`src/mem_pkg.sv`:
```
`default_nettype none

package mem_pkg;

    localparam int ADDR_W            = 32;
    localparam int WORD_W            = 32;
    localparam int STRB_W            = WORD_W / 8;
    localparam int LEN_W             = 3;                        // Holds a count of 1 to 4 beats
    localparam int BLOCK_BYTES       = 16;
    localparam int BLOCK_WORDS       = BLOCK_BYTES / STRB_W;     // Also the refill burst length
    localparam int ICACHE_LINES      = 32;
    localparam int BYTE_OFFSET_BITS  = $clog2(BLOCK_BYTES);
    localparam int OFFSET_BITS       = $clog2(BLOCK_WORDS);
    localparam int INDEX_BITS        = $clog2(ICACHE_LINES);
    localparam int TAG_BITS          = ADDR_W - INDEX_BITS - BYTE_OFFSET_BITS;
    localparam int CLINT_OFFSET_BITS = 16;

    localparam logic [ADDR_W-1:0] CLINT_BASE = 32'h0200_0000;
    localparam logic [ADDR_W-1:0] CLINT_MASK = 32'h0000_FFFF;  // 64 KiB timer window

    localparam logic [CLINT_OFFSET_BITS-1:0] MTIME_LO_OFFSET = 16'hBFF8;
    localparam logic [CLINT_OFFSET_BITS-1:0] MTIME_HI_OFFSET = 16'hBFFC;

    typedef logic [ADDR_W-1:0]            addr_t;
    typedef logic [WORD_W-1:0]            word_t;
    typedef logic [STRB_W-1:0]            strb_t;
    typedef logic [LEN_W-1:0]             beat_len_t;
    typedef logic [TAG_BITS-1:0]          tag_t;
    typedef logic [INDEX_BITS-1:0]        index_t;
    typedef logic [OFFSET_BITS-1:0]       offset_t;
    typedef logic [CLINT_OFFSET_BITS-1:0] clint_offset_t;
    typedef logic [2*WORD_W-1:0]          mtime_t;

    typedef struct packed {
        addr_t     addr;
        logic      write;
        beat_len_t len;
        word_t     wdata;
        strb_t     strb;
    } mem_req_t;

    typedef struct packed {
        word_t data;
        logic  last;
        logic  write_done;
    } mem_resp_t;

    typedef struct packed {
        addr_t addr;
        logic  write;
        word_t wdata;
        strb_t strb;
    } data_req_t;

    typedef enum logic [1:0] {
        ic_idle,
        ic_lookup,
        ic_refill_req,
        ic_refill_wait
    } icache_state_t;

    typedef enum logic [1:0] {
        arb_idle,
        arb_busy_fetch,
        arb_busy_data
    } arb_state_t;

endpackage

`default_nettype wire

```
`src/clint.sv`:
```
`default_nettype none

module clint (
    input  wire logic                   clock,
    input  wire logic                   reset,
    input  wire logic                   rd_valid,
    input  wire mem_pkg::clint_offset_t rd_offset,
    output logic                        rd_resp_valid,
    output mem_pkg::word_t              rd_resp_data
);
    import mem_pkg::*;

    mtime_t mtime_q;
    word_t  rd_word;

    always_comb begin
        case (rd_offset)
            MTIME_LO_OFFSET: rd_word = mtime_q[WORD_W-1:0];
            MTIME_HI_OFFSET: rd_word = mtime_q[2*WORD_W-1:WORD_W];
            default:         rd_word = '0;  // Unmapped timer registers
        endcase
    end

    always_ff @(posedge clock) begin
        if (reset) begin
            mtime_q       <= '0;
            rd_resp_valid <= 1'b0;
        end else begin
            mtime_q       <= mtime_q + 1'b1;  // Free running with one tick per clock
            rd_resp_valid <= rd_valid;
        end
    end

    always_ff @(posedge clock) begin
        if (rd_valid) rd_resp_data <= rd_word;
    end

endmodule

`default_nettype wire

```
`src/icache.sv`:
```
`default_nettype none

module icache (
    input  wire logic               clock,
    input  wire logic               reset,
    input  wire logic               fetch_valid,
    input  wire mem_pkg::addr_t     fetch_addr,
    output logic                    fetch_ready,
    output logic                    fetch_resp_valid,
    output mem_pkg::word_t          fetch_resp_data,
    input  wire logic               flush,
    output logic                    refill_valid,
    output mem_pkg::mem_req_t       refill_req,
    input  wire logic               refill_ready,
    input  wire logic               refill_beat_valid,
    input  wire mem_pkg::mem_resp_t refill_beat
);
    import mem_pkg::*;

    icache_state_t           state_q;
    logic                    armed_q;
    addr_t                   req_addr_q;
    offset_t                 beat_cnt_q;
    logic                    flush_pending_q;
    logic [ICACHE_LINES-1:0] valid_q;
    tag_t                    tag_q [ICACHE_LINES];
    word_t                   data_q [ICACHE_LINES*BLOCK_WORDS];

    tag_t    req_tag;
    index_t  req_index;
    offset_t req_offset;
    logic    hit;
    logic    refill_done;
    logic    in_refill;
    logic    flush_apply;

    assign req_tag    = req_addr_q[ADDR_W-1 -: TAG_BITS];
    assign req_index  = req_addr_q[BYTE_OFFSET_BITS +: INDEX_BITS];
    assign req_offset = req_addr_q[BYTE_OFFSET_BITS-1 -: OFFSET_BITS];

    assign hit         = valid_q[req_index] && (tag_q[req_index] == req_tag);
    assign refill_done = (state_q == ic_refill_wait) && refill_beat_valid && refill_beat.last;
    assign in_refill   = ((state_q == ic_refill_req) || (state_q == ic_refill_wait)) &&
                         !refill_done;
    assign flush_apply = (flush || flush_pending_q) && !in_refill;  // Deferred past a live refill

    assign fetch_ready  = armed_q && (state_q == ic_idle);
    assign refill_valid = (state_q == ic_refill_req);

    always_comb begin
        refill_req      = '0;
        refill_req.addr = {req_addr_q[ADDR_W-1:BYTE_OFFSET_BITS], {BYTE_OFFSET_BITS{1'b0}}};
        refill_req.len  = beat_len_t'(BLOCK_WORDS);
    end

    always_ff @(posedge clock) begin
        if (reset) begin
            state_q          <= ic_idle;
            armed_q          <= 1'b0;
            beat_cnt_q       <= '0;
            flush_pending_q  <= 1'b0;
            valid_q          <= '0;
            fetch_resp_valid <= 1'b0;
        end else begin
            armed_q          <= 1'b1;
            fetch_resp_valid <= 1'b0;
            case (state_q)
                ic_idle: begin
                    if (fetch_valid && fetch_ready) state_q <= ic_lookup;
                end
                ic_lookup: begin
                    if (hit) begin
                        fetch_resp_valid <= 1'b1;
                        state_q          <= ic_idle;
                    end else begin
                        state_q <= ic_refill_req;
                    end
                end
                ic_refill_req: begin
                    if (refill_ready) begin
                        beat_cnt_q <= '0;
                        state_q    <= ic_refill_wait;
                    end
                end
                ic_refill_wait: begin
                    if (refill_beat_valid) begin
                        beat_cnt_q <= beat_cnt_q + 1'b1;
                        if (refill_beat.last) begin
                            fetch_resp_valid <= 1'b1;
                            state_q          <= ic_idle;
                        end
                    end
                end
                default: state_q <= ic_idle;
            endcase
            if (flush_apply) begin
                valid_q         <= '0;  // A flush at refill end also drops the new line
                flush_pending_q <= 1'b0;
            end else begin
                if (flush) flush_pending_q <= 1'b1;
                if (refill_done) valid_q[req_index] <= 1'b1;
            end
        end
    end

    always_ff @(posedge clock) begin
        if (fetch_valid && fetch_ready) req_addr_q <= fetch_addr;
        if (state_q == ic_lookup) fetch_resp_data <= data_q[{req_index, req_offset}];
        if ((state_q == ic_refill_wait) && refill_beat_valid) begin
            data_q[{req_index, beat_cnt_q}] <= refill_beat.data;
            if (refill_beat.last) begin
                tag_q[req_index] <= req_tag;
                fetch_resp_data  <= (beat_cnt_q == req_offset) ? refill_beat.data
                                                              : data_q[{req_index, req_offset}];
            end
        end
    end

endmodule

`default_nettype wire

```
`src/data_port.sv`:
```
`default_nettype none

module data_port (
    input  wire logic               clock,
    input  wire logic               reset,
    input  wire logic               data_valid,
    input  wire mem_pkg::data_req_t data_req,
    output logic                    data_ready,
    output logic                    data_resp_valid,
    output mem_pkg::word_t          data_resp_data,
    output logic                    mem_port_valid,
    output mem_pkg::mem_req_t       mem_port_req,
    input  wire logic               mem_port_ready,
    input  wire logic               mem_port_beat_valid,
    input  wire mem_pkg::mem_resp_t mem_port_beat
);
    import mem_pkg::*;

    logic     armed_q;
    logic     busy_q;
    logic     mem_pending_q;
    logic     store_ack_q;
    mem_req_t req_q;

    logic  accept;
    logic  in_clint;
    logic  clint_rd_valid;
    logic  clint_resp_valid;
    word_t clint_resp_data;

    assign data_ready     = armed_q && !busy_q;
    assign accept         = data_valid && data_ready;
    assign in_clint       = (data_req.addr & ~CLINT_MASK) == CLINT_BASE;
    assign clint_rd_valid = accept && in_clint && !data_req.write;

    clint clint_i (
        .clock         (clock                                      ),
        .reset         (reset                                      ),
        .rd_valid      (clint_rd_valid                             ),
        .rd_offset     (data_req.addr[CLINT_OFFSET_BITS-1:0]       ),
        .rd_resp_valid (clint_resp_valid                           ),
        .rd_resp_data  (clint_resp_data                            )
    );

    assign mem_port_valid  = mem_pending_q;
    assign mem_port_req    = req_q;
    assign data_resp_valid = clint_resp_valid || store_ack_q || mem_port_beat_valid;

    always_comb begin
        if (clint_resp_valid) data_resp_data = clint_resp_data;
        else if (mem_port_beat_valid && !mem_port_beat.write_done) data_resp_data = mem_port_beat.data;
        else data_resp_data = '0;  // Stores answer with zero
    end

    always_ff @(posedge clock) begin
        if (reset) begin
            armed_q       <= 1'b0;
            busy_q        <= 1'b0;
            mem_pending_q <= 1'b0;
            store_ack_q   <= 1'b0;
        end else begin
            armed_q     <= 1'b1;
            store_ack_q <= accept && in_clint && data_req.write;  // Timer stores are dropped
            if (accept) begin
                busy_q <= 1'b1;
                if (!in_clint) mem_pending_q <= 1'b1;
            end else if (data_resp_valid) begin
                busy_q <= 1'b0;
            end
            if (mem_port_valid && mem_port_ready) mem_pending_q <= 1'b0;
        end
    end

    always_ff @(posedge clock) begin
        if (accept) begin
            req_q.addr  <= data_req.addr;
            req_q.write <= data_req.write;
            req_q.len   <= beat_len_t'(1);
            req_q.wdata <= data_req.wdata;
            req_q.strb  <= data_req.strb;
        end
    end

endmodule

`default_nettype wire

```
`src/mem_arbiter.sv`:
```
`default_nettype none

module mem_arbiter (
    input  wire logic               clock,
    input  wire logic               reset,
    input  wire logic               fetch_req_valid,
    input  wire mem_pkg::mem_req_t  fetch_req,
    output logic                    fetch_req_ready,
    output logic                    fetch_beat_valid,
    output mem_pkg::mem_resp_t      fetch_beat,
    input  wire logic               data_req_valid,
    input  wire mem_pkg::mem_req_t  data_req,
    output logic                    data_req_ready,
    output logic                    data_beat_valid,
    output mem_pkg::mem_resp_t      data_beat,
    output logic                    mem_valid,
    output mem_pkg::mem_req_t       mem_req,
    input  wire logic               mem_ready,
    input  wire logic               mem_resp_valid,
    input  wire mem_pkg::mem_resp_t mem_resp
);
    import mem_pkg::*;

    arb_state_t state_q;
    logic       release_grant;

    // Grant ends with the final read beat or the write acknowledge
    assign release_grant = mem_resp_valid && (mem_resp.last || mem_resp.write_done);

    always_ff @(posedge clock) begin
        if (reset) begin
            state_q <= arb_idle;
        end else begin
            case (state_q)
                arb_idle: begin
                    if (data_req_valid) state_q <= arb_busy_data;  // Data side wins a tie
                    else if (fetch_req_valid) state_q <= arb_busy_fetch;
                end
                arb_busy_fetch,
                arb_busy_data: begin
                    if (release_grant) state_q <= arb_idle;
                end
                default: state_q <= arb_idle;
            endcase
        end
    end

    always_comb begin
        mem_valid        = 1'b0;
        mem_req          = '0;
        fetch_req_ready  = 1'b0;
        data_req_ready   = 1'b0;
        fetch_beat_valid = 1'b0;
        data_beat_valid  = 1'b0;
        case (state_q)
            arb_busy_fetch: begin
                mem_valid        = fetch_req_valid;
                mem_req          = fetch_req;
                fetch_req_ready  = mem_ready;
                fetch_beat_valid = mem_resp_valid;
            end
            arb_busy_data: begin
                mem_valid       = data_req_valid;
                mem_req         = data_req;
                data_req_ready  = mem_ready;
                data_beat_valid = mem_resp_valid;
            end
            default: ;
        endcase
    end

    assign fetch_beat = mem_resp;
    assign data_beat  = mem_resp;

endmodule

`default_nettype wire

```
`src/mem_subsystem.sv`:
```
`default_nettype none

module mem_subsystem (
    input  wire logic               clock,
    input  wire logic               reset,
    input  wire logic               fetch_valid,
    input  wire mem_pkg::addr_t     fetch_addr,
    output logic                    fetch_ready,
    output logic                    fetch_resp_valid,
    output mem_pkg::word_t          fetch_resp_data,
    input  wire logic               icache_flush,
    input  wire logic               data_valid,
    input  wire mem_pkg::data_req_t data_req,
    output logic                    data_ready,
    output logic                    data_resp_valid,
    output mem_pkg::word_t          data_resp_data,
    output logic                    mem_valid,
    output mem_pkg::mem_req_t       mem_req,
    input  wire logic               mem_ready,
    input  wire logic               mem_resp_valid,
    input  wire mem_pkg::mem_resp_t mem_resp
);
    import mem_pkg::*;

    logic      refill_valid;
    mem_req_t  refill_req;
    logic      refill_ready;
    logic      refill_beat_valid;
    mem_resp_t refill_beat;
    logic      dport_valid;
    mem_req_t  dport_req;
    logic      dport_ready;
    logic      dport_beat_valid;
    mem_resp_t dport_beat;

    icache icache_i (
        .clock             (clock            ),
        .reset             (reset            ),
        .fetch_valid       (fetch_valid      ),
        .fetch_addr        (fetch_addr       ),
        .fetch_ready       (fetch_ready      ),
        .fetch_resp_valid  (fetch_resp_valid ),
        .fetch_resp_data   (fetch_resp_data  ),
        .flush             (icache_flush     ),
        .refill_valid      (refill_valid     ),
        .refill_req        (refill_req       ),
        .refill_ready      (refill_ready     ),
        .refill_beat_valid (refill_beat_valid),
        .refill_beat       (refill_beat      )
    );

    data_port data_port_i (
        .clock               (clock           ),
        .reset               (reset           ),
        .data_valid          (data_valid      ),
        .data_req            (data_req        ),
        .data_ready          (data_ready      ),
        .data_resp_valid     (data_resp_valid ),
        .data_resp_data      (data_resp_data  ),
        .mem_port_valid      (dport_valid     ),
        .mem_port_req        (dport_req       ),
        .mem_port_ready      (dport_ready     ),
        .mem_port_beat_valid (dport_beat_valid),
        .mem_port_beat       (dport_beat      )
    );

    mem_arbiter mem_arbiter_i (
        .clock            (clock            ),
        .reset            (reset            ),
        .fetch_req_valid  (refill_valid     ),
        .fetch_req        (refill_req       ),
        .fetch_req_ready  (refill_ready     ),
        .fetch_beat_valid (refill_beat_valid),
        .fetch_beat       (refill_beat      ),
        .data_req_valid   (dport_valid      ),
        .data_req         (dport_req        ),
        .data_req_ready   (dport_ready      ),
        .data_beat_valid  (dport_beat_valid ),
        .data_beat        (dport_beat       ),
        .mem_valid        (mem_valid        ),
        .mem_req          (mem_req          ),
        .mem_ready        (mem_ready        ),
        .mem_resp_valid   (mem_resp_valid   ),
        .mem_resp         (mem_resp         )
    );

endmodule

`default_nettype wire

```
`config.mk`:
```
export PLATFORM = sky130hd
export DESIGN_NAME = mem_subsystem
export DESIGN_NICKNAME = d
export VERILOG_FILES = /design/src/mem_pkg.sv /design/src/clint.sv /design/src/icache.sv /design/src/data_port.sv /design/src/mem_arbiter.sv /design/src/mem_subsystem.sv
export SDC_FILE = /design/constraint.sdc
export NUM_CORES = 2
export LEC_CHECK = 0
export BUFFER_PORTS_ARGS = -buffer_cell sky130_fd_sc_hd__buf_4
export CORE_MARGIN = 2
export CORE_UTILIZATION = 40
export DETAILED_ROUTE_END_ITERATION = 10
export GPL_ROUTABILITY_DRIVEN = 0
export PLACE_DENSITY_LB_ADDON = 0.2
export SLEW_MARGIN = 20
export SYNTH_ARGS = -nofsm -noshare
export SYNTH_HDL_FRONTEND = slang
export SYNTH_MEMORY_MAX_BITS = 65536
export SYNTH_SLANG_ARGS = --single-unit
```
`constraint.sdc`:
```
create_clock -name clock -period 4.7 [get_ports clock]
set_clock_uncertainty 0.2 [all_clocks]
set_input_delay 0.94 -clock clock [delete_from_list [all_inputs] [get_ports clock]]
set_output_delay 0.94 -clock clock [all_outputs]
set_load 0.005 [all_outputs]
```
==> results.cfg <==
[run_status]
status = complete, no violations

[critical_path]
cp_max_fo = 36
worst_setup_path_end_kind = flip-flop
crit_chain = buf_12 -> buf_12 -> buf_12 -> mux4_2 -> mux4_2 -> mux4_2 -> mux2i_1 -> a21oi_1 -> a221o_1
crit_type = reg -> reg
crit_slowest_cell = dfxtp_4
slowest_delay_ns = 0.69
cp.arrival_ns = 4.86
cp_data_required_time_ns = 5.43
critPathLaunchType = flip-flop

[sta]
fin_tns_setup_ns = 0
setup_ws_ns = 0.571
grt_setup_unrepaired = no
slew_viol_final = 0
max_freq_ghz = 0.242
tightest_slew_ns = 1.21
slew_headroom_pct = 19.3
fin_crit_sh_pct = 87.9
hold_viol = 0
finalSetupViolCount = 0
period_needed_ns = 4.13

[pwr]
power.leakage_nw = 71.1
ir_drop_mv = 0.470
p_clk_share_pct = 40.6
p_sw_share_pct = 23.0
seqPwrFrac_pct = 50.7
power_switching_mw = 23.0
pwr-share-comb_pct = 8.7
p_per_area_nw_per_um2 = 437
internal_power_mw = 76.7

[global_route]
grt_pass1_vias = 95900
grt_pass1_wl_mm = 774
grt_use_total_pct = 22.6
antenna_found_initial = 57
overflow = 0
grt_max_degree = 129

[logic_synthesis]
yosys.area.top_type = edfxtp_1
yosysMostFrequentCell = edfxtp_1
synth_top_area_share_pct = 76.3
synth_nets = 8440
synthArstFlopShare_pct = 0
yosysUniqueCellTypes = 58
syn-cell-area_um2 = 195000
synth_area_per_cell_um2 = 23.6
synth_xor_area_share_pct = 0.314
synth-seq-area-share_pct = 77.8
ys_ff_latch = 5111
synthMuxAreaShare_pct = 18.1
synth_fa_ha_area_share_pct = 0.0320
synth-edff-count = 4963
ys_top_cells_by_count = edfxtp_1, mux4_2, nor2_1, clkbuf_1, mux2i_1
synth_compound_area_share_pct = 1.29
synthSimpleGateAreaFrac_pct = 1.46
synth_area_leaders = edfxtp_1, mux4_2, dfxtp_1
ys.flop_type = edfxtp_1
ys_warn_count = 0
synth_cells = 8293
synth_top_family_by_area = multiplexers

[clock_tree]
h-tree-depth = 6
cts_setup_buffers = 0
numClockSinks = 5111
cts_tree = built
cts_resized = 0
clk_pin_slew_worst_paths_ns = 0.06
insertion_delay_ns = 1.06
cts_buffer_depth = 4
cts_buffers = 531
root_buffer = clkbuf_16

[floorplan]
dieArea_um2 = 494000
io_pins = 283
dieHeight_um = 703
die_w_um = 703
initial_utilization_pct = 40.2
coreArea_um2 = 486000
rows = 256

[worst_hold_path]
hp-class = in -> reg

[drt]
wirelength_mm = 565
wl_per_cell_um = 35.0
viasPerCell = 5.90
drtIter0Drc = 12300
drtPass1Iterations = 6
num_vias = 95100
final_antenna_net_count = 0
drc = 0

[layout]
final_nets = 9387
nFillCells = 39600
multiInputGateArea_um2 = 42700
ff_latch_area_um2 = 152000
layoutNonFillerInstCount = 16100
syn2layout_area_growth_pct = 16.8
layout-drive-gt1-share_pct = 32.8
final_cell_area_um2 = 228000

[placed_design]
pre_cts_slack_ns = 0.519
place_hpwl_mm = 323
post-place-cells = 15100
port-buffer-count = 279
post_dp_cell_area_um2 = 210000

[flow_run]
maxCapViolations = 0
sequential cells by signal, indices dropped and copies added (netlist names), named ones only:
register                           cells
icache_i.data_q                     4096
icache_i.tag_q                       736
data_port_i.mem_port_req              69
data_port_i.clint_i.mtime_q           64
data_port_i.clint_i.rd_resp_data      32
icache_i.fetch_resp_data              32
icache_i.valid_q                      32
icache_i.req_addr_q                   30
icache_i.beat_cnt_q                    2
mem_arbiter_i.state_q                  2
data_port_i.busy_q                     1
data_port_i.clint_i.rd_resp_valid      1
data_port_i.mem_port_valid             1
data_port_i.store_ack_q                1
icache_i.armed_q                       1
icache_i.fetch_resp_valid              1
icache_i.flush_pending_q               1
icache_i.state_q                       1
critical path, delay by kind of cell, from the launching register on:
kind                   cells  cell delay [ns]
buffers and inverters      3             0.80
AOI/OAI and AO/OA          2             0.36
DFF                        1             0.69
muxes                      4             1.89
cells in the final DEF, fill, tap and decap left out, drive strengths merged, types with 24 or more instances in the layout:
| cell type | count |
|---|---|
| buf | 767 |
| a21oi | 62 |
| and2 | 51 |
| clkbuf | 710 |
| a22oi | 69 |
| edfxtp | 4963 |
| dlygate4sd3 | 99 |
| o21ai | 26 |
| xor2 | 52 |
| a221o | 34 |
| dfxtp | 148 |
| bufinv | 24 |
| o22ai | 24 |
| a22o | 35 |
| nor2 | 288 |
| nand3 | 38 |
| clkinv | 184 |
| o21a | 33 |
| inv | 38 |
| nand2 | 94 |
| mux4 | 1479 |
| mux2i | 192 |
| nor2b | 52 |
metal layers:
layer  share of wire (%)  track usage [%]
met4                 2.4             5.21
met1                  41             32.4
met3                 8.6             3.88
met2                  48             36.3
met5               0.013                0
power groups by stage:
stage               clock network (mW)  registers [mW]  logic (mW)
finish                            40.5            50.5        8.66
detailed placement                   0            51.5        8.65
CTS                               41.2            50.5        8.73
global placement                     0            51.5        8.53
global route                      42.9            50.5        9.03
floorplan                            0            51.3        4.43
per-stage QoR:
stage          total power [mW]  utilization (%)  hold WS, ns
2_1_floorplan              55.7                -        0.229
4_1_cts                     100             46.9      0.00359
5_1_grt                     102             46.9       0.0437
3_5_place_dp               60.1             43.3        0.253
3_3_place_gp               60.0             43.3        0.241
6_report                   99.7             46.9        0.105
timing repair:
item                                    4_1_cts  5_1_grt
hold endpoints to repair                    108        0
endpoints found under the setup margin        0        0
hold buffers                                 99        0
kinds of logic (layout without fill, tap and decap cells):
| group | after synthesis | count (layout) |
|---|---|---|
| adders and majority gates | 5 | 5 |
| xor gates and xnor gates | 70 | 70 |
| and+or+nand+nor | 613 | 613 |
| other | 1 | 22 |
| muxes | 1683 | 1683 |
| buffers and inverters | 466 | 1828 |
| DFF | 5111 | 5111 |
| AOI/OAI and AO/OA | 344 | 344 |
cell type report:
type,count,area share (%)
Clock buffer,710,6.32
Tap cell,6450,3.54
Clock inverter,238,0.918
Sequential cell,5111,66.6
Timing Repair Buffer,866,3.82
Multi-Input combinational cell,2716,18.7
Antenna cell,21,0.0230
Inverter,14,0.0263
worst paths after layout:
path,from,slack (ns),to,depth (start not counted)
max,flip-flop,0.57,icache_i.fetch_resp_data[2],9
min,mem_resp[10],0.10,icache_i.data_q[15][8],1
max reg2reg,flip-flop,0.57,icache_i.fetch_resp_data[2],9
min reg2reg,icache_i.valid_q[16],0.27,icache_i.valid_q[16],1
Note: power is estimated with default switching activity, not from simulation.
